--- config.mk ---
export PLATFORM = sky130hd
export DESIGN_NAME = memory_map_decoder
export DESIGN_NICKNAME = d
export VERILOG_FILES = /design/src/bus_pkg.sv /design/src/memory_map_decoder.sv
export VERILOG_INCLUDE_DIRS = /design/src /design/src/include
export SDC_FILE = /design/constraint.sdc
export NUM_CORES = 1
export LEC_CHECK = 0
export BUFFER_PORTS_ARGS = -buffer_cell sky130_fd_sc_hd__buf_2
export CORE_MARGIN = 2
export CORE_UTILIZATION = 26
export DETAILED_ROUTE_END_ITERATION = 16
export MAX_ROUTING_LAYER = met4
export PLACE_DENSITY = 0.84
export SLEW_MARGIN = 10
export SYNTH_ARGS = -nofsm -noshare
export SYNTH_HDL_FRONTEND = slang
export SYNTH_SLANG_ARGS = --single-unit
--- constraint.sdc ---
create_clock -name vclk -period 2.3
set_input_delay 0.46 -clock vclk [all_inputs]
set_output_delay 0.46 -clock vclk [all_outputs]
set_load 0.01 [all_outputs]
--- src/include/bus_config.svh ---
`ifndef BUS_CONFIG_SVH
`define BUS_CONFIG_SVH

//////////////////////////////////////////////////////////////////////
// Bank register reset values {ro, overlay, page}
//////////////////////////////////////////////////////////////////////
`define BANK0_RESET        8'hC0    // Read-only overlay, page 0
`define BANK1_RESET        8'h21    // RAM page 33
`define BANK2_RESET        8'h22    // RAM page 34
`define BANK3_RESET        8'h13    // Page 19

//////////////////////////////////////////////////////////////////////
// IO ports, low address byte
//////////////////////////////////////////////////////////////////////
`define IO_BANK_BASE       8'hF0    // F0..F3
`define IO_CASSETTE        8'hFC
`define IO_VSYNC_CPM       8'hFD    // Read vsync, write CP/M remap
`define IO_PRINTER         8'hFE
`define IO_KEYB_SCRAMBLE   8'hFF    // Read keyboard, write scramble

// Overlay slots in address bits 13:11
`define VRAM_SLOT          3'd6     // 3000-37FF
`define SYSRAM_SLOT        3'd7     // 3800-3FFF
`define VRAM_ADDR_BITS     11

`endif

--- src/bus_pkg.sv ---
`default_nettype none

package bus_pkg;

    // CPU bus as seen by the board, strobes active low
    typedef struct packed {
        logic [15:0] a;
        logic [7:0]  d;
        logic        rd_n;
        logic        wr_n;
        logic        mreq_n;
        logic        iorq_n;
    } z80_bus_t;

    // Single-cycle bus events plus last written byte
    typedef struct packed {
        logic       rd_pulse;
        logic       wr_pulse;
        logic [7:0] wr_data;
    } bus_event_t;

    typedef struct packed {
        logic       ro;         // Block memory writes
        logic       overlay;    // VRAM and sysram overlay in the window
        logic [5:0] page;
    } bank_fields_t;

    typedef union packed {
        logic [7:0]   raw;
        bank_fields_t f;
    } bank_reg_u;

    typedef bank_reg_u [3:0] bank_file_t;

    typedef struct packed {
        logic       vram;
        logic       sysram;
        logic       rom;
        logic       ram;
        logic       io_bank;
        logic       io_cassette;
        logic       io_vsync_cpm;
        logic       io_printer;
        logic       io_keyb_scramble;
        logic [1:0] io_bank_index;
    } mem_select_t;

endpackage

`default_nettype wire

--- src/memory_map_decoder.sv ---
`timescale 1ns/1ps
`default_nettype none
`include "bus_config.svh"

module memory_map_decoder import bus_pkg::*; (
    input  z80_bus_t    bus,
    input  bank_file_t  banks,
    output mem_select_t sel,
    output bank_reg_u   active_bank,
    output logic        internal
);

    logic mem_cycle;
    logic io_cycle;
    logic allow_mem;
    logic ro_write;

    //////////////////////////////////////////////////////////////////////
    // Bank selection from the 16 KB window
    //////////////////////////////////////////////////////////////////////
    assign active_bank = banks[bus.a[15:14]];

    assign mem_cycle = !bus.mreq_n;
    assign io_cycle  = !bus.iorq_n;

    //////////////////////////////////////////////////////////////////////
    // Overlay and IO decoding
    //////////////////////////////////////////////////////////////////////
    assign sel.vram   = mem_cycle && active_bank.f.overlay
                        && (bus.a[13:11] == `VRAM_SLOT);
    assign sel.sysram = mem_cycle && active_bank.f.overlay
                        && (bus.a[13:11] == `SYSRAM_SLOT);

    // Four bank ports share the upper six address bits
    assign sel.io_bank          = io_cycle && ({bus.a[7:2], 2'b00} == `IO_BANK_BASE);
    assign sel.io_bank_index    = bus.a[1:0];
    assign sel.io_cassette      = io_cycle && (bus.a[7:0] == `IO_CASSETTE);
    assign sel.io_vsync_cpm     = io_cycle && (bus.a[7:0] == `IO_VSYNC_CPM);
    assign sel.io_printer       = io_cycle && (bus.a[7:0] == `IO_PRINTER);
    assign sel.io_keyb_scramble = io_cycle && (bus.a[7:0] == `IO_KEYB_SCRAMBLE);

    assign internal = sel.vram | sel.io_bank | sel.io_cassette | sel.io_vsync_cpm
                      | sel.io_printer | sel.io_keyb_scramble;

    //////////////////////////////////////////////////////////////////////
    // External memory
    //////////////////////////////////////////////////////////////////////
    assign ro_write  = !bus.wr_n && active_bank.f.ro;

    // Sysram has its own chip enable path in page 0
    assign allow_mem = mem_cycle && !internal && !sel.sysram && !ro_write;

    assign sel.rom = allow_mem && (active_bank.f.page[5:4] == 2'b00);  // Pages 0-15
    assign sel.ram = allow_mem && active_bank.f.page[5];               // Pages 32-63

    // Only one target per cycle, given a sane bus
    always_comb begin
        if (bus.mreq_n || bus.iorq_n) begin
            a_one_select: assert ($onehot0({sel.vram, sel.sysram, sel.rom, sel.ram,
                                            sel.io_bank, sel.io_cassette,
                                            sel.io_vsync_cpm, sel.io_printer,
                                            sel.io_keyb_scramble}))
                else $error("Multiple selects at address %h", bus.a);
        end
    end

endmodule

`default_nettype wire

After elaboration in Yosys (flattened, before gate mapping)
Index checks and enable logic that the tools add are counted.

word-level totals
  word-level logic and storage cells = 36
  register bits = 0

cells by class
  eq/ne operators = 7
  reductions and logical operators = 21
  bitwise operators = 5
  order comparisons = 1
  multiplexer cells = 2

operators by type and width
  cell                  count
  $eq A8 B8 Y1 const B  4
  $bmux W8 S2           1
  $logic_and A1 B1 Y1   14
  $mux W8               1
  $eq A3 B3 Y1 const B  2
  $eq A6 B6 Y1 const B  1
  $logic_not A1 Y1      6
  $or A1 B1 Y1          5
  $lt A2 B3 Y1 const B  1
  $logic_not A2 Y1      1

Logic depth before layout (Yosys ltp)
  depth in word-level cells = 14
  depth in mapped cells = 4
  mapped depth without buffers = 3

Least setup slack after synthesis
Ideal clock, no wire load.

  path type = in2out
  start = input port bus[26] (netlist name)
  end = output port sel[7] (netlist name)
  data required time = 1.840 ns
  slack = 0.014 ns
  cell stages on the path = 4
  arrival = 1.826 ns
  path through = buf_6 mux4_2 and3_4 nor4b_1

RTL lines
  what                line                     source
  start: declaration  memory_map_decoder.sv:6  input z80_bus_t bus,
  end: declaration    memory_map_decoder.sv:8  output mem_select_t sel,

==> out/metrics.yaml <==
timing:
  fmax_mhz: 453
  tns_ps: 0
  fin_ws_ps: 91.7
  hold_viol: 0
  tightest_slew_ps: 365
  final_max_slew_viol_count: 0
  rsz0062_at_grt: "false"
  relSlewSlack: 0.755
  setup_viol: 0
  period_minus_slack_ps: 2210
  period_share: 0.960
finish:
  num_antenna_cells: 0
  area.growth.synth_to_final_pct: 92.2
  clkbuf_count: 0
  mostFrequentLayoutCells: "buf_2, mux4_1, buf_4, nor4_1"
  stdcell_area_um2: 772
  drive_gt1_frac: 0.748
  layout.nets: 169
  multi_input_area_um2: 372
  layout.cells.non_filler: 123
  layout_commonest_cell: "buf_2"
  regArea_um2: 0
  nFlopsAndLatches: 0
  fill_cells: 148
synth:
  seq_area_frac_synth: 0
  synth-adder-area-share: 0
  synth_mux_area_frac: 0.533
  ys_warn_count: 0
  synth.distinct_cells: 22
  synth_top_family_by_area: "multiplexers"
  syn_avg_cell_area_um2: 10.0
  synthCells: 40
  synth_xor_area_frac: 0.0218
  netlist_area_um2: 402
  syn-num-nets: 100
  synth_compound_area_frac: 0.0405
  synthSimpleGateAreaFrac: 0.299
detailed_routing:
  antenna_left: 0
  drt-pass1-iter-count: 1
  wl_um: 1330
  via_count: 596
  drc: 0
  viasPerCell: 4.85
  wl_per_cell_um: 10.8
  drt_iter0_markers: 0
grt:
  grt_pass1_vias: 488
  grt_pass1_wl_um: 1990
  grt_max_degree: 7
  grt_use_total: 0.134
  grt_overflow: 0
  antenna_found_initial: 0
floorplanning:
  io_pins: 80
  fp.dieH_um: 43.3
  core_um2: 1470
  die_area_um2: 1880
  initial_core_util: 0.273
  die_w_um: 43.3
  num_rows: 14
power:
  vdd_drop_max_uv: 82.9
  p_leak_nw: 0.436
  finalPower_mw: 0.130
  pwr_density_cell_nw_per_um2: 168
critical_path:
  worst-path-stages: 5
  critical_path.max_fanout: 5
  required_ps: 1840
  slowest_delay_ps: 530
  crit_family: "multiplexers"
  worstSetupPathType: "in2out"
  path_cells: "buf_4 > mux4_2 > and3_4 > nor4b_2 > buf_2"
  cp-start-kind: "primary input"
  path_buf_inv: 2
  endpoint_kind: "primary output"
  cp.arrival_ps: 1750
  crit_path_top_delay_cell: "mux4_2"
min_path:
  min_path_type: "in2out"
  hold_depth: 2
placement:
  placed_cells: 123
  placed_area_um2: 757
  dp_hpwl_um: 1270
  globalplace.congestion: 0.605
  io_buffers: 68
  post-place-ws_ps: -0.175
outcome:
  outcome: "finished clean"
flow_run:
  maxCapViolations: 0
clock_tree:
  post_cts_buffers: 0
stage by stage:
step | hold WS, ps | util
after global routing | 1160 | 0.525
after global placement | 1140 | 0.514
after floorplan | 968 | -
final | 1150 | 0.525
after detailed placement | 1150 | 0.514
after CTS | 1150 | 0.516
logic make-up after synthesis:
logic type,after synthesis
AO/OA/AOI/OAI,2
XOR/XNOR,1
buffers and inverters,7
multiplexers,10
AND/OR/NAND/NOR,20
power breakdown:
| part | leakage, nW | switching [mW] | internal [mW] | total (mW) |
|---|---|---|---|---|
| registers | 0 | 0 | 0 | 0 |
| logic | 0.436 | 0.0517 | 0.0783 | 0.130 |
| clock network | 0 | 0 | 0 | 0 |
synth_stat cells:
library cell  n  area (µm²)
nand3_1       1        5.00
or2_2         1        6.26
mux2_2        3        33.8
nor4_1        4        25.0
mux4_2        1        22.5
a221o_1       1        10.0
nor2_1        3        11.3
inv_1         2        7.51
nor4b_1       2        17.5
buf_2         1        5.00
and3_4        1        11.3
buf_4         2        15.0
o22ai_1       1        6.26
nor3_1        2        10.0
clkbuf_1      1        3.75
nand3b_1      1        7.51
xor2_1        1        8.76
and2_1        1        6.26
nand2_1       2        7.51
mux4_1        6         158
buf_6         1        11.3
nor2b_1       2        12.5
cell type report:
class,count,area share
repair buffers,72,0.483
multi-input cells,33,0.481
well taps,16,0.0259
inverters,2,0.00972
worst paths after layout:
check	startpoint	endpoint	slack [ps]
worst min-delay path	bus[13]	sel[1]	1150
worst max-delay path	bus[26]	sel[8]	90
layer usage:
metal | vias to the layer above | global-route usage | wire (µm)
met1 | 252 | 0.144 | 452
met2 | 45 | 0.278 | 705
met3 | 0 | 0.00851 | 176
met4 | 0 | 0 | 0
li1 | 299 | - | -
met5 | - | - | 0
repair_timing:
action | 4_1_cts | 5_1_grt
hold buffers | 0 | 0
gates cloned | 0 | 0
resized for setup | 1 | 2
setup endpoints to repair | 1 | 2
Note: power is estimated with default switching activity, not from simulation.
