--- config.mk ---
export PLATFORM = sky130hd
export DESIGN_NAME = io_register_bank
export DESIGN_NICKNAME = d
export VERILOG_FILES = /design/src/bus_pkg.sv /design/src/io_register_bank.sv
export VERILOG_INCLUDE_DIRS = /design/src /design/src/include
export SDC_FILE = /design/constraint.sdc
export NUM_CORES = 1
export LEC_CHECK = 0
export ABC_CLOCK_PERIOD_IN_PS = 1200
export BUFFER_PORTS_ARGS = -buffer_cell sky130_fd_sc_hd__clkbuf_2
export CORE_AREA = 5 5 72 74
export DETAILED_ROUTE_END_ITERATION = 8
export DIE_AREA = 0 0 77 79
export PLACE_DENSITY_LB_ADDON = 0.12
export SYNTH_ARGS = -nofsm -noshare
export SYNTH_HDL_FRONTEND = slang
export SYNTH_SLANG_ARGS = --single-unit
--- constraint.sdc ---
create_clock -name sysclk -period 1.2 [get_ports sysclk]
set_clock_uncertainty 0.15 [all_clocks]
set_input_delay 0.12 -clock sysclk [delete_from_list [all_inputs] [get_ports sysclk]]
set_output_delay 0.12 -clock sysclk [all_outputs]
set_load 0.05 [all_outputs]
--- src/include/bus_config.svh ---
`ifndef BUS_CONFIG_SVH
`define BUS_CONFIG_SVH

//////////////////////////////////////////////////////////////////////
// Bank register reset values {ro, overlay, page}
//////////////////////////////////////////////////////////////////////
`define BANK0_RESET        8'hC0    // Read-only overlay, page 0
`define BANK1_RESET        8'h21    // RAM page 33
`define BANK2_RESET        8'h22    // RAM page 34
`define BANK3_RESET        8'h13    // Page 19

//////////////////////////////////////////////////////////////////////
// IO ports, low address byte
//////////////////////////////////////////////////////////////////////
`define IO_BANK_BASE       8'hF0    // F0..F3
`define IO_CASSETTE        8'hFC
`define IO_VSYNC_CPM       8'hFD    // Read vsync, write CP/M remap
`define IO_PRINTER         8'hFE
`define IO_KEYB_SCRAMBLE   8'hFF    // Read keyboard, write scramble

// Overlay slots in address bits 13:11
`define VRAM_SLOT          3'd6     // 3000-37FF
`define SYSRAM_SLOT        3'd7     // 3800-3FFF
`define VRAM_ADDR_BITS     11

`endif

--- src/bus_pkg.sv ---
`default_nettype none

package bus_pkg;

    // CPU bus as seen by the board, strobes active low
    typedef struct packed {
        logic [15:0] a;
        logic [7:0]  d;
        logic        rd_n;
        logic        wr_n;
        logic        mreq_n;
        logic        iorq_n;
    } z80_bus_t;

    // Single-cycle bus events plus last written byte
    typedef struct packed {
        logic       rd_pulse;
        logic       wr_pulse;
        logic [7:0] wr_data;
    } bus_event_t;

    typedef struct packed {
        logic       ro;         // Block memory writes
        logic       overlay;    // VRAM and sysram overlay in the window
        logic [5:0] page;
    } bank_fields_t;

    typedef union packed {
        logic [7:0]   raw;
        bank_fields_t f;
    } bank_reg_u;

    typedef bank_reg_u [3:0] bank_file_t;

    typedef struct packed {
        logic       vram;
        logic       sysram;
        logic       rom;
        logic       ram;
        logic       io_bank;
        logic       io_cassette;
        logic       io_vsync_cpm;
        logic       io_printer;
        logic       io_keyb_scramble;
        logic [1:0] io_bank_index;
    } mem_select_t;

endpackage

`default_nettype wire

--- src/io_register_bank.sv ---
`timescale 1ns/1ps
`default_nettype none
`include "bus_config.svh"

module io_register_bank import bus_pkg::*; (
    input  logic        sysclk,
    input  logic        reset,
    input  bus_event_t  evt,
    input  mem_select_t sel,
    output bank_file_t  banks,
    output logic        cassette_out,
    output logic        printer_out,
    output logic        cpm_remap,
    output logic [7:0]  scramble_value
);

    logic wr_bank;
    logic wr_cassette;
    logic wr_cpm;
    logic wr_printer;
    logic wr_scramble;

    // Write strobes per target
    assign wr_bank     = evt.wr_pulse && sel.io_bank;
    assign wr_cassette = evt.wr_pulse && sel.io_cassette;
    assign wr_cpm      = evt.wr_pulse && sel.io_vsync_cpm;
    assign wr_printer  = evt.wr_pulse && sel.io_printer;
    assign wr_scramble = evt.wr_pulse && sel.io_keyb_scramble;

    //////////////////////////////////////////////////////////////////////
    // Bank registers F0..F3
    //////////////////////////////////////////////////////////////////////
    always_ff @(posedge sysclk or posedge reset) begin
        if (reset) begin
            banks[0].raw <= `BANK0_RESET;
            banks[1].raw <= `BANK1_RESET;
            banks[2].raw <= `BANK2_RESET;
            banks[3].raw <= `BANK3_RESET;
        end else if (wr_bank) begin
            banks[sel.io_bank_index].raw <= evt.wr_data;
        end
    end

    //////////////////////////////////////////////////////////////////////
    // Output latches FC..FF
    //////////////////////////////////////////////////////////////////////
    always_ff @(posedge sysclk or posedge reset) begin
        if (reset) begin
            cassette_out   <= 1'b0;
            cpm_remap      <= 1'b0;
            printer_out    <= 1'b0;
            scramble_value <= 8'h00;
        end else begin
            if (wr_cassette)
                cassette_out <= evt.wr_data[0];
            if (wr_cpm)
                cpm_remap <= evt.wr_data[0];       // Shares FD with vsync read
            if (wr_printer)
                printer_out <= evt.wr_data[0];
            if (wr_scramble)
                scramble_value <= evt.wr_data;     // Full byte
        end
    end

endmodule

`default_nettype wire

# After elaboration in Yosys (flattened, before gate mapping)
# Index checks and enable logic that the tools add are counted.
# totals
regBits,43
output_inout_bits,43
# classes
order_cmp,2
n_mux,3
n_reduce_logical,6
# ops
op,count
$bwmux 32,1
$demux 8 s2,1
$mux 8,1
$logic_and 1x1->1,6
$lt 2x3->1 const B,1
$ge 2x1->1 const B,1

# Logic depth before layout (Yosys ltp)
# depth
depth_word,5
depth_mapped,4

# Least setup slack after synthesis
# OpenSTA, ideal clock, no wires.
# synth_path
path_kind,flip-flop to flip-flop
startpoint,register banks[0] (netlist name)
endpoint,register banks[0] (netlist name)
path_buffers,0
stages_incl_launch_ff,2
setup_ns,0.125
period_less_slack_ns,1.144
t_arrival_ns,0.869
setup_slack_ns,0.056
path_cell_list,dfrtp_1 -> mux2_4
# synth_between
elab_chain_cells,1
# synth_lines
element,line,text
start: declaration,io_register_bank.sv:10,"output bank_file_t banks,"
$bwmux 32,io_register_bank.sv:40,banks[sel.io_bank_index].raw <= evt.wr_data;
# Every way passes these cells.
# A chain may end at the register's enable or synchronous reset.

# Worst setup path after layout
# layout_path
startpoint,register banks[7] (netlist name)
endpoint,output port banks[7] (netlist name)
# No word-level cell between the ends.

==> flow_summary.yaml <==
status:
  status: "finished with violations"
  violations: "setup timing"
yosys:
  yosysUniqueCellTypes: 10
  synthCells: 97
  syn_area_mm2: 0.00170
  yosysTopAreaCell: "dfrtp_1"
  syn-num-nets: 120
  synth.ff_latch_count: 43
  seq_area_frac_synth_pct: 64.0
  syn_area_per_cell_um2: 17.5
  ys_warn_count: 0
  synth_top_area_share_pct: 50.1
  synth_area_leaders: "dfrtp_1 50%, mux2_2 23%, dfstp_2 14%"
power:
  pwr-share-seq_pct: 38.6
  ir_worst_vdd_mv: 0.924
  power.internal_mw: 3.11
  switchingPower_mw: 2.02
  p_sw_share_pct: 39.4
  pwr_density_cell_mw_per_mm2: 1940
  p_clk_share_pct: 17.1
  total_power_mw: 5.13
  p_comb_share_pct: 44.3
  power_leakage_nw: 1.25
drt:
  dr_total_vias: 1128
  routed_wirelength_mm: 3.87
  wl_met1_mm: 1.66
  drc_errors: 0
  wl_met2_mm: 1.87
  top_layer_used: "met4"
  wl_per_cell_um: 16.0
  route.antenna.remaining_nets: 0
  dr.pass1.iters: 4
  wl_met3_um: 281
  drtIter0Drc: 43
  vias_per_cell: 4.68
layout:
  final_cells: 241
  n_antenna_cell: 0
  fin_nets: 209
  drive_above_1_share_pct: 73.3
  areaGrowthSynthToFinish_pct: 55.5
  n_fill_cell: 397
  post-route-util_pct: 58.2
timing:
  timing.final.crit_share_pct: 108
  slew_viol_final: 0
  finalSetupTns_ns: -0.725
  tightest_slew_ns: 0.316
  slew_headroom_pct: 78.8
  rsz0062_at_grt: "yes"
  worst_slack_ns: -0.0949
  period_minus_slack_ns: 1.29
  finalSetupViolCount: 9
  final_hold_viol_count: 0
  fmax_mhz: 772
setup_path:
  start_kind: "register"
  critPathTopFamily: "flip-flops"
  cp_max_fo: 2
  path_buf_inv: 1
  arrival_ns: 1.02
  critPathRequiredTime_ns: 0.93
  slowest_stage: "dfstp_2"
  cpPeakStageDelay_ns: 0.57
  cp_cell_sequence: "clkbuf_16"
  crit_type: "register to primary output"
  worst_setup_path_end_kind: "primary output"
global_routing:
  grt_pass1_vias: 1267
  grt_overflow: 0
  antenna_found_initial: 0
  grt_pass1_wl_mm: 6.62
  grt_max_degree: 36
  grt_usage_pct: 14.0
place:
  gp_congestion: 0.667
  post-place-ws_ns: -0.0787
  dp.cells: 219
  dp_hpwl_mm: 2.80
  portBuffers: 60
clocking:
  clkTransAtPathRegs_ns: 0.08
  cts.sinks: 43
  cts_made_buffers: 5
  clock_path_buffers: 2
  htreeDepth: 2
  clock_latency_ns: 0.29
  clockRootBuffer: "clkbuf_8"
  cts_tree: "built"
floorplan:
  die_y_um: 79
  fp.dieW_um: 77
  die-area_mm2: 0.00608
  core_area_mm2: 0.00454
  start_util_pct: 37.4
  io_pins: 66
  row_count: 25
hold_path:
  hp-class: "input pin to register"
run:
  drv_cap: 0
-- flip-flops by register name, indices dropped and copies added (netlist names) --
register	cells
banks	32
scramble_value	8
cpm_remap	1
cassette_out	1
printer_out	1
-- synth_stat cells --
library cell   n
and4bb_1       1
buf_6          2
dfrtp_1       34
dfstp_2        9
inv_1          1
mux2_2        35
mux2_4         8
nand2_1        4
nand4_2        1
nand4b_2       2
-- final cells by class --
class                   count  area, um2  area share (%)
repair buffers             84        810            30.7
clock buffers               5       68.8            2.61
well taps                  54       67.6            2.56
inverters                   1       7.51           0.284
multi-input cells          51        584            22.1
flip-flops and latches     43       1090            41.2
clock inverters             3       15.0           0.569
-- path summary, 6_finish.rpt --
path                            slack, ns                   from  cells after the start                    end
worst min-delay path                 0.05                 evt[0]                      2   banks[0]$_DFFE_PP0P_
min in group asynchronous            0.14                  reset                      3  banks[12]$_DFFE_PP0P_
max in group asynchronous            0.25                  reset                      4   banks[6]$_DFFE_PP1P_
worst min register to register       0.35  banks[15]$_DFFE_PP0P_                      1  banks[15]$_DFFE_PP0P_
worst max-delay path                -0.09   banks[7]$_DFFE_PP1P_                      1               banks[7]
worst max register to register       0.15   banks[4]$_DFFE_PP0P_                      2   banks[4]$_DFFE_PP0P_
-- cell families after synthesis --
| family | after synthesis | share of synthesized area [%] |
|---|---|---|
| multiplexers | 43 | 30.3 |
| flip-flops | 43 | 64.0 |
| AND/OR/NAND/NOR | 8 | 4.13 |
| buffers and inverters | 3 | 1.55 |
-- power by group through the flow --
| stage | logic, mW | registers (mW) | clock network, mW |
|---|---|---|---|
| floorplan | 0.350 | 3.01 | 0 |
| global placement | 1.84 | 1.96 | 0 |
| detailed placement | 1.86 | 1.98 | 0 |
| CTS | 2.24 | 1.98 | 0.912 |
| global route | 2.36 | 2.02 | 0.989 |
| finish | 2.27 | 1.98 | 0.878 |
-- placed cells by master (no fill, tap or decap) --
cell / count
mux2_2: 35
dfrtp_1: 34
buf_4: 25
clkbuf_2: 17
clkbuf_4: 16
dlygate4sd3_1: 11
dfstp_2: 9
clkbuf_16: 9
mux2_4: 8
clkbuf_8: 5
nand2_1: 4
clkinv_2: 3
buf_12: 3
nand4b_2: 2
buf_2: 2
and4bb_1: 1
nand4_2: 1
clkinvlp_4: 1
buf_6: 1
-- metrics by stage --
step                      hold slack (ns)  area (um2)
final                              0.0459        2640
after global routing               0.0352        2640
after CTS                          0.0321        2610
after detailed placement          -0.0932        2160
after global placement            -0.0920        2160
after floorplan                   -0.0355        1700
-- timing repair --
item	in CTS	in global routing
endpoints found under the setup margin	37	31
gates resized for setup	55	27
buffers inserted	1	2
hold buffers	11	0
hold endpoints to repair	73	0
pin swaps	0	0
-- routing by layer --
metal	up-vias	track usage [%]
met1	561	17.4
met4	0	5.15
met3	7	5.90
met5	-	0
li1	521	-
met2	39	21.6
Note: power is estimated with default switching activity, not from simulation.
