### src/include/bus_config.svh
`ifndef BUS_CONFIG_SVH
`define BUS_CONFIG_SVH

//////////////////////////////////////////////////////////////////////
// Bank register reset values {ro, overlay, page}
//////////////////////////////////////////////////////////////////////
`define BANK0_RESET        8'hC0    // Read-only overlay, page 0
`define BANK1_RESET        8'h21    // RAM page 33
`define BANK2_RESET        8'h22    // RAM page 34
`define BANK3_RESET        8'h13    // Page 19

//////////////////////////////////////////////////////////////////////
// IO ports, low address byte
//////////////////////////////////////////////////////////////////////
`define IO_BANK_BASE       8'hF0    // F0..F3
`define IO_CASSETTE        8'hFC
`define IO_VSYNC_CPM       8'hFD    // Read vsync, write CP/M remap
`define IO_PRINTER         8'hFE
`define IO_KEYB_SCRAMBLE   8'hFF    // Read keyboard, write scramble

// Overlay slots in address bits 13:11
`define VRAM_SLOT          3'd6     // 3000-37FF
`define SYSRAM_SLOT        3'd7     // 3800-3FFF
`define VRAM_ADDR_BITS     11

`endif

### src/bus_pkg.sv
`default_nettype none

package bus_pkg;

    // CPU bus as seen by the board, strobes active low
    typedef struct packed {
        logic [15:0] a;
        logic [7:0]  d;
        logic        rd_n;
        logic        wr_n;
        logic        mreq_n;
        logic        iorq_n;
    } z80_bus_t;

    // Single-cycle bus events plus last written byte
    typedef struct packed {
        logic       rd_pulse;
        logic       wr_pulse;
        logic [7:0] wr_data;
    } bus_event_t;

    typedef struct packed {
        logic       ro;         // Block memory writes
        logic       overlay;    // VRAM and sysram overlay in the window
        logic [5:0] page;
    } bank_fields_t;

    typedef union packed {
        logic [7:0]   raw;
        bank_fields_t f;
    } bank_reg_u;

    typedef bank_reg_u [3:0] bank_file_t;

    typedef struct packed {
        logic       vram;
        logic       sysram;
        logic       rom;
        logic       ram;
        logic       io_bank;
        logic       io_cassette;
        logic       io_vsync_cpm;
        logic       io_printer;
        logic       io_keyb_scramble;
        logic [1:0] io_bank_index;
    } mem_select_t;

endpackage

`default_nettype wire

### src/read_data_mux.sv
`timescale 1ns/1ps
`default_nettype none

module read_data_mux import bus_pkg::*; (
    input  mem_select_t sel,
    input  bank_reg_u   active_bank,
    input  logic        internal,
    input  z80_bus_t    bus,
    input  bank_file_t  banks,
    input  logic [7:0]  vram_data,
    input  logic [63:0] keys,
    input  logic        cassette_in,
    input  logic        printer_in,
    input  logic        vblank,
    output logic [7:0]  d_out,
    output logic        d_oe,
    output logic        rom_ce_n,
    output logic        ram_ce_n,
    output logic [4:0]  ba
);

    logic [7:0] keyb_data;

    //////////////////////////////////////////////////////////////////////
    // Keyboard matrix, rows scanned by address bits 15:8
    //////////////////////////////////////////////////////////////////////
    always_comb begin
        keyb_data = 8'hFF;
        for (int row = 0; row < 8; row++) begin
            if (!bus.a[8 + row])
                keyb_data = keyb_data & keys[row*8 +: 8];   // Low line selects row
        end
    end

    //////////////////////////////////////////////////////////////////////
    // Internal read data
    //////////////////////////////////////////////////////////////////////
    always_comb begin
        d_out = 8'h00;
        if (sel.vram)
            d_out = vram_data;                            // One cycle behind address
        else if (sel.io_bank)
            d_out = banks[sel.io_bank_index].raw;
        else if (sel.io_cassette)
            d_out = {7'b0, cassette_in};
        else if (sel.io_vsync_cpm)
            d_out = {7'b0, !vblank};
        else if (sel.io_printer)
            d_out = {7'b0, printer_in};
        else if (sel.io_keyb_scramble)
            d_out = keyb_data;
    end

    assign d_oe = !bus.rd_n && internal;

    // External chip enables and bank address
    assign rom_ce_n = !sel.rom;
    assign ram_ce_n = !(sel.ram || sel.sysram);
    assign ba       = sel.sysram ? 5'd0 : active_bank.f.page[4:0];   // Sysram lives in page 0

    // Never fight the CPU on the data bus
    always_comb begin
        if (!bus.wr_n) begin
            a_no_drive_on_write: assert (!d_oe)
                else $error("Data driven during write at %h", bus.a);
        end
    end

endmodule

`default_nettype wire

### config.mk
export PLATFORM = sky130hd
export DESIGN_NAME = read_data_mux
export DESIGN_NICKNAME = d
export VERILOG_FILES = /design/src/include/bus_config.svh /design/src/bus_pkg.sv /design/src/read_data_mux.sv
export SDC_FILE = /design/constraint.sdc
export NUM_CORES = 1
export LEC_CHECK = 0
export BUFFER_PORTS_ARGS = -buffer_cell sky130_fd_sc_hd__buf_2
export CAP_MARGIN = 40
export CORE_MARGIN = 10
export CORE_UTILIZATION = 26
export DETAILED_ROUTE_END_ITERATION = 7
export GPL_ROUTABILITY_DRIVEN = 1
export PLACE_DENSITY = 0.86
export SLEW_MARGIN = 25
export SYNTH_ARGS = -nofsm -noshare
export SYNTH_HDL_FRONTEND = slang
export SYNTH_SLANG_ARGS = --single-unit
### constraint.sdc
create_clock -name vclk -period 1.8
set_input_delay 0.09 -clock vclk [all_inputs]
set_output_delay 0.09 -clock vclk [all_outputs]
set_load 0.01 [all_outputs]
==> Word level (Yosys, flattened, before mapping) <==
Index checks and enable logic that the tools add are counted.
{ "op_classes": {"n_lt_le_gt_ge": 1, "n_mux": 17, "n_bitwise": 7, "reduce_logical": 6} }
{ "ops": {"columns": ["operator", "count"], "rows": [
  ["2-to-1 mux 8 bit", 15],
  ["AND 8 bit", 7],
  ["binary-select mux 8 bit (select 2 bit)", 1],
  ["2-to-1 mux 5 bit", 1],
  ["zero test 1 bit", 4],
  ["< comparator 2 x 3 -> 1 bit, second input constant", 1],
  ["logical AND 1 bit", 1],
  ["logical OR 1 bit", 1]
]} }
{ "word_totals": {"register_bits": 0, "inputBits": 155, "out_inout_bits": 16, "elab_cells": 31} }

==> Depth between registers and ports, before layout <==
Gate-level depths: netlist of the first run.
{ "depth": {"depth_word": 21, "mapped_depth": 5} }

==> Least setup slack after synthesis of the first run <==
OpenSTA, ideal clock, no wires.
{ "synth_path": {"path_kind": "input -> output", "start": "in sel[5] (netlist name)", "end": "out d_out[3]", "t_arrival_ns": 0.970, "path_slack_ns": 0.740, "stages": 4, "n_path_buf": 0, "path_cell_list": "or4_4 nor2_8 a22oi_1 nand2_1"} }
{ "synth_via": {"elab_chain_cells": 3} }
{ "synth_rtl": {"columns": ["element", "line", "text"], "rows": [
  ["start, declared", "read_data_mux.sv:5", "input mem_select_t sel,"],
  ["2-to-1 mux 8 bit", "read_data_mux.sv:44", "else if (sel.io_cassette)"],
  ["2-to-1 mux 8 bit", "read_data_mux.sv:42", "else if (sel.io_bank)"],
  ["2-to-1 mux 8 bit", "read_data_mux.sv:40", "if (sel.vram)"],
  ["end, declared", "read_data_mux.sv:15", "output logic [7:0] d_out,"]
]} }
Every way passes these cells.

==> Worst setup path in the final report of the first run <==
{ "layout_path": {"start": "in sel[5] (netlist name)", "end": "out d_out[5]"} }
The elaborated chain is that of the path after synthesis.

==> flow_summary.toml, run 1 <==
[outcome]
status = "complete, no violations"

[setup_path]
cp_max_fo = 7
critical_path_class = "in -> out"
cp.required_ns = 1.71
cp-end-kind = "primary output"
cp.arrival_ns = 1.24
critPathLaunchType = "input port"

[route]
totalWireLength_um = 5160
num_vias = 1391
firstDrtPassIters = 4
viasPerCell = 5.13
postRouteAntennaNets = 0
drt_iter0_drc = 52
post-route-drc-count = 0
drt-wirelength-per-cell_um = 19.0

[cts]
post_cts_buffers = 0
hold_buffers = 0
cts_resized = 0

[final_layout]
nets = 397
nFlopsAndLatches = 0
fill_cells = 292
fin_area_sq_um = 1470
drive_above_1_share = 0.675
n_antenna_cell = 0
num-clock-buffers = 0
seq_area_sq_um = 0
mostFrequentLayoutCell = "buf_2"
multi_input_area_sq_um = 677
syn2layout_area_growth_pct = 94.2
layout_common_cells = "buf_2 (149), o22ai_1 (31), nand2_1 (14)"

[pwr]
pwr-share-comb = 1.000
leakagePower_uw = 0.000836
p_int_uw = 193
peakVddDrop_v = 0.000150
seqPwrFrac = 0
cellPowerDensity_nw_per_um2 = 230
sw_frac_of_total = 0.430
p_clk_frac = 0
power.switching_uw = 146

[global_routing]
grt_remaining_overflow = 0
antenna_found_initial = 1
track_usage = 0.170
grt_pass1_vias = 1565
grt_pass1_wl_um = 7510
grt_max_degree = 12

[synth]
syn_area_sq_um = 758
postSynthCellCount = 103
yosysSeqAreaShare = 0
ys_types = 23
syn_nets = 258
synth.avg_cell_area_sq_um = 7.36
yosysWarnings = 0

[worst_hold_path]
whs_path_depth = 3
hp-class = "in -> out"
hold-path-endpoint = "rom_ce_n"
min_from = "sel[8]"

[die]
die_w_um = 74
io_pins = 171
start_util = 0.273
dieArea_sq_um = 5480
core_area_sq_um = 2780
placementRows = 19
die_h_um = 74

[timing]
hold_viol_final = 0
period_share = 0.740
drv_slew = 0
rsz0062_at_grt = "false"
finalSetupViolCount = 0
tightestPinTransition_ns = 0.368
slew_headroom = 0.752
tns_ns = 0
max_freq_ghz = 0.750
post-route-min-period_ns = 1.33

[placement]
portBuffers = 149
place_congestion = 0.770
placed_cell_area_sq_um = 1470
hpwlAfterDp_um = 4660

[flow_run]
cap_violations = 0
==> how the worst max path moves through the flow <==
| stage | endpoint | from | slack [ns] | cells after the start |
|---|---|---|---|---|
| floorplan | d_out[3] | sel[5] | 0.74 | 4 |
| global placement | d_out[3] | sel[0] | 0.48 | 5 |
| detailed placement | d_out[5] | sel[5] | 0.47 | 6 |
| CTS | d_out[5] | sel[5] | 0.46 | 6 |
| global route | d_out[1] | sel[0] | 0.33 | 5 |
| finish | d_out[5] | sel[5] | 0.47 | 6 |
==> metal layers <==
layer / vias to the layer above / wire [um] / GRT usage
met3: 2 / 792 / 0.0971
met2: 87 / 2570 / 0.318
met5: - / 20 / 0
met4: 2 / 0 / 0.00414
li1: 700 / - / -
met1: 600 / 1770 / 0.169
==> stage by stage <==
step | cells | power, uW | setup slack (ns) | hold WS (ns) | utilization
floorplan | 103 | 160 | 0.740 | 0.223 | -
global placement | 271 | 333 | 0.480 | 0.405 | 0.529
detailed placement | 271 | 341 | 0.466 | 0.406 | 0.529
CTS | 271 | 342 | 0.465 | 0.407 | 0.529
global route | 271 | 375 | 0.327 | 0.430 | 0.529
finish | 271 | 339 | 0.467 | 0.405 | 0.529
==> worst max-delay path, stage by stage <==
cell and delay (ns):
buf_2 0.11, or4_4 0.57, nor2_8 0.15, a22oi_1 0.10
nand2_1 0.09, buf_2 0.14
==> synthesized netlist by cell type, drive strengths merged <==
| master | number | share of area |
|---|---|---|
| nor4 | 8 | 0.066 |
| nand2 | 14 | 0.069 |
| a21oi | 2 | 0.013 |
| and2b | 1 | 0.012 |
| or4 | 1 | 0.015 |
| a221oi | 1 | 0.020 |
| nor3 | 1 | 0.0066 |
| a22oi | 7 | 0.069 |
| o21ai | 1 | 0.0066 |
| mux4 | 8 | 0.24 |
| inv | 3 | 0.015 |
| o22ai | 31 | 0.26 |
| buf | 8 | 0.071 |
| a211oi | 1 | 0.0099 |
| nor2b | 6 | 0.050 |
| clkbuf | 4 | 0.021 |
| a21o | 1 | 0.012 |
| nor2 | 4 | 0.041 |
| or2b | 1 | 0.0099 |
==> final cells by class <==
| type | count | share of cell area |
|---|---|---|
| Timing Repair Buffer | 149 | 0.506 |
| Multi-Input combinational cell | 88 | 0.460 |
| Tap cell | 31 | 0.0263 |
| Inverter | 3 | 0.00765 |
==> power by group through the flow <==
stage	logic, uW	registers [uW]	clock network [uW]
5_1_grt	375	0	0
3_5_place_dp	341	0	0
6_report	339	0	0
2_1_floorplan	160	0	0
3_3_place_gp	333	0	0
4_1_cts	342	0	0
==> cell families after synthesis <==
family / after synthesis / synth area share
buffers and inverters: 15 / 0.107
multiplexers: 8 / 0.238
AND/OR/NAND/NOR: 36 / 0.269
AO/OA/AOI/OAI: 44 / 0.386
No activity file was read; power rests on OpenSTA's default activity.
==> run 2: changes to the inputs <==
- CORE_UTILIZATION: 26 -> 24
- PLACE_DENSITY: 0.86 -> 0.8
- clock period: 1.8 -> 1.35 ns (I/O delays scaled with it)
==> run 2 against run 1 <==
Net effect:
- flip-flop and latch count unchanged
- power increased by 36%
- worst hold slack worse by 0.048 ns
==> flow_summary.toml, run 2 (synthesis gave the netlist of run 1 again) <==
[setup_path]
cp_max_fo = 7
cp-end-kind = "primary output"
critical_path_class = "in -> out"
cp.arrival_ns = 1.22
cp.required_ns = 1.28
critPathLaunchType = "input port"

[placement]
place_congestion = 0.798
hpwlAfterDp_um = 4530
placed_cell_area_sq_um = 1520
portBuffers = 149

[timing]
post-route-min-period_ns = 1.29
hold_viol_final = 0
tightestPinTransition_ns = 0.444
max_freq_ghz = 0.776
finalSetupViolCount = 0
period_share = 0.954
slew_headroom = 0.702
hold_ws_ns = 0.357
rsz0062_at_grt = "false"
tns_ns = 0
drv_slew = 0

[pwr]
seqPwrFrac = 0
sw_frac_of_total = 0.423
power.switching_uw = 195
cellPowerDensity_nw_per_um2 = 302
peakVddDrop_v = 0.000150
p_int_uw = 267
p_clk_frac = 0
pwr-share-comb = 1.000
leakagePower_uw = 0.000856

[flow_run]
cap_violations = 0

[final_layout]
nFlopsAndLatches = 0
n_antenna_cell = 0
syn2layout_area_growth_pct = 101
fin_util = 0.505
fin_area_sq_um = 1530
nets = 401
mostFrequentLayoutCell = "buf_2"
num-clock-buffers = 0
seq_area_sq_um = 0
drive_above_1_share = 0.684
layout_common_cells = "buf_2 (148), o22ai_1 (31), nand2_1 (14)"

[global_routing]
grt_max_degree = 11
grt_pass1_vias = 1639
grt_remaining_overflow = 0
antenna_found_initial = 0
grt_pass1_wl_um = 7760
track_usage = 0.156

[route]
num_vias = 1398
drt-wirelength-per-cell_um = 17.1
viasPerCell = 4.85
drt_iter0_drc = 59
firstDrtPassIters = 4
post-route-drc-count = 0
totalWireLength_um = 4930
postRouteAntennaNets = 0

[worst_hold_path]
hold-path-endpoint = "rom_ce_n"
min_from = "sel[8]"
whs_path_depth = 3
hp-class = "in -> out"

[die]
io_pins = 171
placementRows = 20
dieArea_sq_um = 5810
start_util = 0.250
die_h_um = 76.2
core_area_sq_um = 3030
die_w_um = 76.2

[outcome]
status = "complete, no violations"

[cts]
hold_buffers = 0
==> run 2: cell types whose count changed in the layout (fill, tap and decap cells not counted) <==
| cell | previous run | this run |
|---|---|---|
| nor4_1 | 8 | 7 |
| buf_4 | 0 | 4 |
| buf_2 | 149 | 148 |
| clkbuf_4 | 0 | 1 |
| nor4_2 | 0 | 1 |
==> run 2: worst max-delay path by stage <==
stage | from | end | cells after the start
floorplan | sel[5] | d_out[3] | 4
global placement | sel[0] | d_out[1] | 5
detailed placement | sel[0] | d_out[7] | 5
CTS | sel[0] | d_out[7] | 5
global route | sel[5] | d_out[6] | 6
finish | sel[5] | d_out[7] | 6
==> run 2: repair_timing <==
| item | in CTS | in global routing |
|---|---|---|
| resized for setup | 0 | 2 |
| endpoints found under the setup margin | 0 | 6 |
| setup buffers | 0 | 0 |
==> run 2: layout make-up <==
class,instances,area [sq um]
Fill cell,322,1500
Inverter,3,11.3
Multi-Input combinational cell,88,683
Timing Repair Buffer,153,778
Tap cell,44,55.1
==> run 2: routing by layer <==
| metal | vias to the layer above | global-route usage | routed length [um] |
|---|---|---|---|
| met5 | - | 0 | 0 |
| met4 | 0 | 0 | 0 |
| met3 | 0 | 0.0519 | 455 |
| met1 | 611 | 0.177 | 2060 |
| met2 | 81 | 0.291 | 2410 |
| li1 | 706 | - | - |
==> run 2: metrics by stage <==
stage	total power (uW)	setup slack [ns]	cells
6_report	462	0.0619	288
5_1_grt	509	0.0107	288
4_1_cts	462	0.0412	288
3_5_place_dp	461	0.0441	288
3_3_place_gp	452	0.0585	288
2_1_floorplan	213	0.335	103
==> run 2: power by group through the flow <==
stage	registers, uW	clock network (uW)	logic, uW
6_report	0	0	462
5_1_grt	0	0	509
4_1_cts	0	0	462
3_5_place_dp	0	0	461
3_3_place_gp	0	0	452
2_1_floorplan	0	0	213
==> run 2: worst max-delay path, stage by stage <==
cell and delay (ns):
buf_2 0.11, or4_4 0.57, nor2_8 0.15, a22oi_1 0.11, nand2_1 0.09, buf_2 0.13
