### src/include/bus_config.svh
`ifndef BUS_CONFIG_SVH
`define BUS_CONFIG_SVH

//////////////////////////////////////////////////////////////////////
// Bank register reset values {ro, overlay, page}
//////////////////////////////////////////////////////////////////////
`define BANK0_RESET        8'hC0    // Read-only overlay, page 0
`define BANK1_RESET        8'h21    // RAM page 33
`define BANK2_RESET        8'h22    // RAM page 34
`define BANK3_RESET        8'h13    // Page 19

//////////////////////////////////////////////////////////////////////
// IO ports, low address byte
//////////////////////////////////////////////////////////////////////
`define IO_BANK_BASE       8'hF0    // F0..F3
`define IO_CASSETTE        8'hFC
`define IO_VSYNC_CPM       8'hFD    // Read vsync, write CP/M remap
`define IO_PRINTER         8'hFE
`define IO_KEYB_SCRAMBLE   8'hFF    // Read keyboard, write scramble

// Overlay slots in address bits 13:11
`define VRAM_SLOT          3'd6     // 3000-37FF
`define SYSRAM_SLOT        3'd7     // 3800-3FFF
`define VRAM_ADDR_BITS     11

`endif

### src/bus_pkg.sv
`default_nettype none

package bus_pkg;

    // CPU bus as seen by the board, strobes active low
    typedef struct packed {
        logic [15:0] a;
        logic [7:0]  d;
        logic        rd_n;
        logic        wr_n;
        logic        mreq_n;
        logic        iorq_n;
    } z80_bus_t;

    // Single-cycle bus events plus last written byte
    typedef struct packed {
        logic       rd_pulse;
        logic       wr_pulse;
        logic [7:0] wr_data;
    } bus_event_t;

    typedef struct packed {
        logic       ro;         // Block memory writes
        logic       overlay;    // VRAM and sysram overlay in the window
        logic [5:0] page;
    } bank_fields_t;

    typedef union packed {
        logic [7:0]   raw;
        bank_fields_t f;
    } bank_reg_u;

    typedef bank_reg_u [3:0] bank_file_t;

    typedef struct packed {
        logic       vram;
        logic       sysram;
        logic       rom;
        logic       ram;
        logic       io_bank;
        logic       io_cassette;
        logic       io_vsync_cpm;
        logic       io_printer;
        logic       io_keyb_scramble;
        logic [1:0] io_bank_index;
    } mem_select_t;

endpackage

`default_nettype wire

### src/bus_strobe_sync.sv
`timescale 1ns/1ps
`default_nettype none

module bus_strobe_sync import bus_pkg::*; (
    input  logic       sysclk,
    input  logic       reset,
    input  z80_bus_t   bus,
    output bus_event_t evt
);

    logic [2:0] rd_hist;    // Newest sample in bit 0
    logic [2:0] wr_hist;
    logic [7:0] wr_data;

    always_ff @(posedge sysclk or posedge reset) begin
        if (reset) begin
            rd_hist <= 3'b111;
            wr_hist <= 3'b111;
        end else begin
            rd_hist <= {rd_hist[1:0], bus.rd_n};
            wr_hist <= {wr_hist[1:0], bus.wr_n};
        end
    end

    // Data is stable while the CPU holds wr_n low
    always_ff @(posedge sysclk) begin
        if (!bus.wr_n)
            wr_data <= bus.d;
    end

    // Falling edge seen in the older two stages
    assign evt.rd_pulse = (rd_hist[2:1] == 2'b10);
    assign evt.wr_pulse = (wr_hist[2:1] == 2'b10);
    assign evt.wr_data  = wr_data;

    // One bus cycle is either a read or a write
    a_no_rd_wr_overlap: assert property (@(posedge sysclk) disable iff (reset)
        !(evt.rd_pulse && evt.wr_pulse));

endmodule

`default_nettype wire

### config.mk
export PLATFORM = sky130hd
export DESIGN_NAME = bus_strobe_sync
export DESIGN_NICKNAME = d
export VERILOG_FILES = /design/src/include/bus_config.svh /design/src/bus_pkg.sv /design/src/bus_strobe_sync.sv
export SDC_FILE = /design/constraint.sdc
export NUM_CORES = 1
export LEC_CHECK = 0
export CORE_AREA = 2 2 39 41
export DETAILED_ROUTE_END_ITERATION = 6
export DIE_AREA = 0 0 41 43
export DONT_BUFFER_PORTS = 1
export SYNTH_ARGS = -nofsm -noshare
export SYNTH_HDL_FRONTEND = slang
export SYNTH_SLANG_ARGS = --single-unit
### constraint.sdc
create_clock -name sysclk -period 2 [get_ports sysclk]
set_input_delay 0.1 -clock sysclk [delete_from_list [all_inputs] [get_ports sysclk]]
set_output_delay 0.1 -clock sysclk [all_outputs]
set_load 0.01 [all_outputs]
=== After elaboration in Yosys (flattened, before gate mapping) ===
Index checks and enable logic that the tools add are counted.
Widths: inputs -> output; s select.

* Bits in registers: 14
* Bits in latches: 0
* Bits in writable memories: 0
* ROM bits: 0
* Memories: 0

* $add $sub $neg: 0
* Multipliers: 0
* Div/mod/pow operators: 0
* Magnitude comparators: 0
* Eq/ne operators: 2
* Shifts and indexed selects: 0
* Muxes and demuxes: 0
* Bitwise gates (word level): 0
* Reductions and logical operators: 0

{| class="wikitable"
|+ Operator list
! kind !! count
|-
| $eq 2x2->1 const B || 2
|}

=== Longest topological paths before layout ===
Gate-level depths: netlist of the first run.

* Depth after elaboration: 1
* Mapped depth: 1

=== Least setup slack after synthesis of the first run ===
Ideal clock, no wire load.

* Path kind: reg2out
* Start point: register wr_hist[2]
* End point: output port evt[8] (netlist bit)
* Data arrival time: 0.634 ns
* Data required time: 1.900 ns
* Slack: 1.266 ns
* Stages on the path, launching flop included: 2
* Path buffers: 0
* Path through: dfstp_2 -> nor2b_4

{| class="wikitable"
|+ RTL lines
! element !! RTL line !! source
|-
| start, declared || bus_strobe_sync.sv:12 || <nowiki>logic [2:0] wr_hist;</nowiki>
|-
| start signal, assigned || bus_strobe_sync.sv:21 || <nowiki>wr_hist <= {wr_hist[1:0], bus.wr_n};</nowiki>
|-
| end, declared || bus_strobe_sync.sv:8 || <nowiki>output bus_event_t evt</nowiki>
|}

==> results by group, run 1 <==
Placed design
  – Cell Area, Placed: 453 sq um
  – Placed cells: 34
  – GP Congestion: 0.677
  – DP HPWL: 483 um
  – Port buffer count: 0

Timing
  – Slew @ Worst Pin: 277 ps
  – RSZ-0062 raised after global routing: false
  – Setup TNS: 0 ps
  – Final period utilization: 0.519
  – Max_slew headroom: 0.815
  – Setup violators final: 0
  – Final hold violation count: 0
  – Minimum clock period: 1040 ps
  – Fin. max-slew vios: 0
  – F_max: 0.963 GHz
  – Clk_skew: 0.369 ps

Routing
  – Via density: 4.06
  – Wire per inst: 14.1 um
  – Antenna Violating Nets Remaining: 0
  – Starting DRT DRC Count: 1
  – DR vias: 199
  – 1st-pass router iterations: 2
  – Total Wirelength: 693 um
  – Remaining DRCs: 0

Clock network
  – CTS Buffer Depth: 2
  – CTS Buf Count: 3
  – Root Buffer Master: clkbuf_4
  – CTS tree: done
  – TritonCTS sink count: 14
  – Clock-pin slew on the worst setup and hold paths: 80 ps
  – H-tree depth: 1
  – Skew-Pair Late Insertion Delay: 270 ps
  – Post-CTS Setup Bufs: 0

Final layout
  – Final #Nets: 64
  – Synth-to-layout area growth: 36.1%
  – Storage cell area: 398 sq um
  – Multi-input logic area: 27.5 sq um
  – Non-Filler Instances: 49
  – Diode count: 0
  – Fill cells: 124
  – Fin area: 589 sq um
  – Layout cells sized above 1: 0.333
  – Final core utilization: 0.426

Floorplanning
  – # rows: 14
  – Vert. Die Dim: 43 um
  – Core area: 1380 sq um
  – Die Area: 1760 sq um
  – Starting density of the core: 0.313
  – I/O pin count: 40
  – Die W: 41 um

Setup path
  – Crit path kind: reg -> out
  – Critical-path cell list: nor2b_4
  – Worst path max stage delay: 520 ps
  – CP arrival: 940 ps
  – Buf+Inv Stages, Crit Path: 0
  – Cell family with most CP delay: flip-flops
  – Critical Path End Type: output port
  – WP data required: 1900 ps
  – CP Max Fanout: 1
  – Critical Path Slowest Stage Cell: dfstp_2
  – Crit path launch type: flip-flop

Synth
  – Yosys reg bits: 14
  – Mapped Cells: 18
  – Part of the Yosys area used for sequential elements: 0.919
  – Most common library cells after synthesis: 8 x edfxtp_1, 6 x dfstp_2, 2 x inv_1, 2 x nor2b_4
  – Unique masters post-synth: 4
  – Avg Cell Area, Syn: 24.1 sq um
  – Syn. warnings: 0
  – Top_reg_cell synth: edfxtp_1
  – Share of the synthesized area in the top cell type: 0.555
  – Area contributors post-synth: edfxtp_1 55%, dfstp_2 36%, nor2b_4 6.4%
  – Biggest area consumer among synthesized cells: edfxtp_1
  – Net Count, Synth: 48
  – Async set or reset register ratio after synthesis: 0.429
  – Number of enable flip-flop cells after synthesis: 8
  – Most common cell in the synthesized netlist: edfxtp_1
  – Cell area after synthesis: 433 sq um

Pwr
  – Worst-case vdd ir drop: 0.000583 V
  – Design Power: 0.528 mW
  – Pwr dens: 896 nW/um^2
  – Static Leak: 0.228 nW

Status
  – Outcome: finished, final reports clean

Global routing
  – Vias in the first global route: 220
  – GRT Residual Overflow: 0
  – Largest net degree at the start of global routing: 9
  – First-pass GRT wire length: 1010 um
  – Initial antenna violation count: 0
  – Gr usage total: 0.0968

Run
  – Max-cap violations: 0

Hold path
  – Worst Hold Class: in -> reg
-- metrics by stage --
step / setup WS (ps) / hold slack (ps)
floorplan: 1270 / 99.0
global placement: 1260 / 105
detailed placement: 1260 / 105
CTS: 947 / 134
global route: 910 / 170
finish: 962 / 149
-- repair_timing --
| item | in CTS | in global routing |
|---|---|---|
| hold buffers | 11 | 0 |
| resized for setup | 0 | 0 |
| hold endpoints to repair | 16 | 0 |
-- flip-flops by register name, summed over array words and instances (netlist names) --
register  cells
rd_hist       3
wr_hist       3
wr_data       8
-- cells in the final DEF, fill, tap and decap left out --
cell type and count:
nor2b_4 2, dfstp_2 6, inv_1 2, clkinv_1 1, clkbuf_4 3, edfxtp_1 8
dlygate4sd3_1 11
-- cell type report --
type / count / share of cell area
Tap cell: 16 / 0.0340
Inverter: 2 / 0.0127
Clock inverter: 1 / 0.00637
Sequential cell: 14 / 0.675
Multi-Input combinational cell: 2 / 0.0467
Timing Repair Buffer: 11 / 0.187
Clock buffer: 3 / 0.0382
-- metal layers --
layer / GRT usage / routed length, um / up-vias
li1: - / - / 90
met1: 0.0699 / 187 / 86
met2: 0.138 / 349 / 23
met3: 0.141 / 156 / 0
met4: 0.0200 / 0 / 0
met5: 0 / 0 / -
-- path summary, 6_finish.rpt --
check,depth (start not counted),to,from,slack (ps)
min reg2reg,0,rd_hist[1],rd_hist[0],360
max in group asynchronous,2,rd_hist[2],reset,1580
min in group asynchronous,2,wr_hist[2],reset,400
max,1,evt[8],wr_hist[2],960
max reg2reg,0,wr_hist[2],wr_hist[1],1380
min,1,wr_data[5],bus[2],150
-- report_power, final --
part | internal (mW) | total, mW | switching [mW]
sequential | 0.332 | 0.349 | 0.0170
combinational | 0.0177 | 0.0270 | 0.00928
clock | 0.0721 | 0.152 | 0.0795
total | 0.422 | 0.528 | 0.106
-- cells by family (layout without fill, tap and decap cells) --
| group | after synthesis | count (layout) | synth area share |
|---|---|---|---|
| and+or+nand+nor | 2 | 2 | 0.0636 |
| DFF | 14 | 14 | 0.919 |
| buffers and inverters | 2 | 17 | 0.0173 |
No activity file was read; power rests on OpenSTA's default activity.
==> run 2: changes to the inputs <==
--- a/config.mk
+++ b/config.mk
@@ -5,6 +5,7 @@
 export SDC_FILE = /design/constraint.sdc
 export NUM_CORES = 1
 export LEC_CHECK = 0
+export ABC_AREA = 1
 export CORE_AREA = 2 2 39 41
 export DETAILED_ROUTE_END_ITERATION = 6
 export DIE_AREA = 0 0 41 43
==> constraint.sdc (replaced) <==
create_clock -name sysclk -period 0.9 [get_ports sysclk]
set_input_delay 0.045 -clock sysclk [delete_from_list [all_inputs] [get_ports sysclk]]
set_output_delay 0.045 -clock sysclk [all_outputs]
set_load 0.01 [all_outputs]
==> run 2 against run 1 <==
The run now ends with negative setup slack left. Worst hold slack worse by 54 ps. Synthesized cell count up 11%. Via count increased by 1.0%. Clock power rose by 120%. Non-clock buffer count is the same. Synthesized area decreased by 1.7%. Design area up 0.42%. Clock skew about the same. Die area is the same. Critical path depth grew 1. Sequential share of layout area is 0.29 points lower.
==> results by group, run 2 <==
Routing
  – Starting DRT DRC Count: 0
  – Wl on met1: 204 um
  – 1st-pass router iterations: 1
  – Routed wl met3: 40 um
  – Antenna Violating Nets Remaining: 0
  – Wire per inst: 11.3 um
  – Via density: 3.94
  – Met2 Routed Length: 328 um
  – Highest metal used: met4
  – Total Wirelength: 578 um
  – Remaining DRCs: 0
  – DR vias: 201

Placed design
  – DP HPWL: 433 um
  – Port buffer count: 0
  – GP Congestion: 0.661
  – Worst slack at placement: 195 ps
  – Placed cells: 36
  – Cell Area, Placed: 445 sq um

Clock network
  – Root Buffer Master: clkbuf_4
  – Post-CTS Setup Bufs: 0
  – TritonCTS sink count: 14
  – CTS Buf Count: 3
  – Clock-pin slew on the worst setup and hold paths: 80 ps
  – CTS Buffer Depth: 2
  – CTS tree: done
  – Skew-Pair Late Insertion Delay: 260 ps
  – H-tree depth: 1

Setup path
  – Crit path launch type: flip-flop
  – WP data required: 850 ps
  – R2R Setup Slk: 280 ps
  – RR Endpoint: wr_hist[2]
  – Crit path kind: reg -> out
  – CP Max Fanout: 1
  – Crit path launch: rd_hist[2]
  – Worst R2R Path Depth: 0
  – R2R Path Start: wr_hist[1]
  – CP arrival: 910 ps
  – Critical Path End Type: output port
  – Crit path to: evt[9]

Timing
  – Max_slew headroom: 0.816
  – Minimum clock period: 960 ps
  – Fin. max-slew vios: 0
  – Setup TNS: -114 ps
  – Final worst setup slack: -59.6 ps
  – Final period utilization: 1.07
  – RSZ-0062 raised after global routing: true
  – Clk_skew: 0.268 ps
  – F_max: 1.04 GHz
  – Slew @ Worst Pin: 276 ps
  – Setup violators final: 2
  – Final hold violation count: 0

Floorplanning
  – Vert. Die Dim: 43 um
  – Core area: 1380 sq um
  – # rows: 14
  – Die Area: 1760 sq um
  – I/O pin count: 40
  – Starting density of the core: 0.307
  – Die W: 41 um

Run
  – Max-cap violations: 0

Pwr
  – Static Leak: 0.227 nW
  – Worst-case vdd ir drop: 0.000853 V
  – Design Power: 1.16 mW
  – Pwr dens: 1960 nW/um^2

Synth
  – Syn. warnings: 0
  – Most common library cells after synthesis: 8 x edfxtp_1, 6 x dfstp_2, 4 x inv_1, 2 x nor2_2
  – Top_reg_cell synth: edfxtp_1
  – Share of the synthesized area in the top cell type: 0.565
  – Unique masters post-synth: 4
  – Most common cell in the synthesized netlist: edfxtp_1
  – Net Count, Synth: 50
  – Biggest area consumer among synthesized cells: edfxtp_1
  – Number of enable flip-flop cells after synthesis: 8
  – Avg Cell Area, Syn: 21.3 sq um
  – Mapped Cells: 20
  – Cell area after synthesis: 425 sq um
  – Part of the Yosys area used for sequential elements: 0.935
  – Async set or reset register ratio after synthesis: 0.429
  – Area contributors post-synth: edfxtp_1 56%, dfstp_2 37%, inv_1 3.5%
  – Yosys reg bits: 14

Final layout
  – Commonest cells after routing, fill and taps aside: 11 x dlygate4sd3_1, 8 x edfxtp_1, 6 x dfstp_2
  – Commonest non-fill, non-tap cell in the layout: dlygate4sd3_1
  – Synth-to-layout area growth: 39.1%
  – Diode count: 0
  – Final #Nets: 66
  – Non-Filler Instances: 51
  – Layout cells sized above 1: 0.371
  – Largest regs: wr_data x8, rd_hist x3, wr_hist x3
  – Largest reg by FF count: wr_data
  – Fin area: 592 sq um
  – Max reg flops: 8

Hold path
  – Min-delay src: bus[2]
  – Worst Hold Class: in -> reg

Global routing
  – First-pass GRT wire length: 752 um
  – GRT Residual Overflow: 0
  – Largest net degree at the start of global routing: 9
  – Initial antenna violation count: 0
  – Vias in the first global route: 196
  – Gr usage total: 0.0705

Status
  – Outcome: finished, violations left
  – Failing checks: negative setup slack
[run 2: metrics by stage]
| step | util | hold WS (ps) |
|---|---|---|
| 5_1_grt | 0.428 | 105 |
| 2_1_floorplan | - | 44.0 |
| 3_5_place_dp | 0.322 | 49.5 |
| 6_report | 0.428 | 95.6 |
| 3_3_place_gp | 0.322 | 49.6 |
| 4_1_cts | 0.428 | 102 |
[run 2: repair_timing]
action,in CTS,in global routing
hold buffers,11,0
endpoints found under the setup margin,2,2
pin swaps,2,2
endpoints found under the hold margin,16,0
gates resized for setup,4,0
[run 2: worst max-delay path, stage by stage (launching register included)]
cell,delay (ps)
dfstp_2,530
inv_2,40
nor2_4,90
[run 2: where the power goes]
| group | switching [mW] | internal (mW) |
|---|---|---|
| Clock | 0.167 | 0.160 |
| Combinational | 0.0239 | 0.0370 |
| Sequential | 0.0340 | 0.739 |
[run 2: area by class of cell]
cell class | instances | area, sq um
fill | 129 | 792
sequential | 14 | 398
timing repair buffer | 11 | 110
multi-input combinational | 2 | 22.5
clock buffer | 3 | 22.5
tap | 16 | 20.0
inverter | 4 | 15.0
clock inverter | 1 | 3.75
[run 2: kinds of logic after synthesis]
logic type / Yosys count / synth area share
buffers and inverters: 4 / 0.0353
flip-flops: 14 / 0.935
AND/OR/NAND/NOR: 2 / 0.0294
[run 2: worst min-delay path by stage]
stage                      end  slack, ps  depth (start not counted)
floorplan           rd_hist[0]         40                          1
global placement    rd_hist[0]         50                          0
detailed placement  rd_hist[0]         50                          0
CTS                 wr_data[4]        100                          1
global route        wr_data[0]        100                          1
finish              wr_data[5]        100                          1
[run 2: metal layers]
layer,track usage,vias to the layer above
li1,-,96
met1,0.0571,93
met2,0.116,10
met3,0.0314,2
met4,0.0600,0
met5,0,-
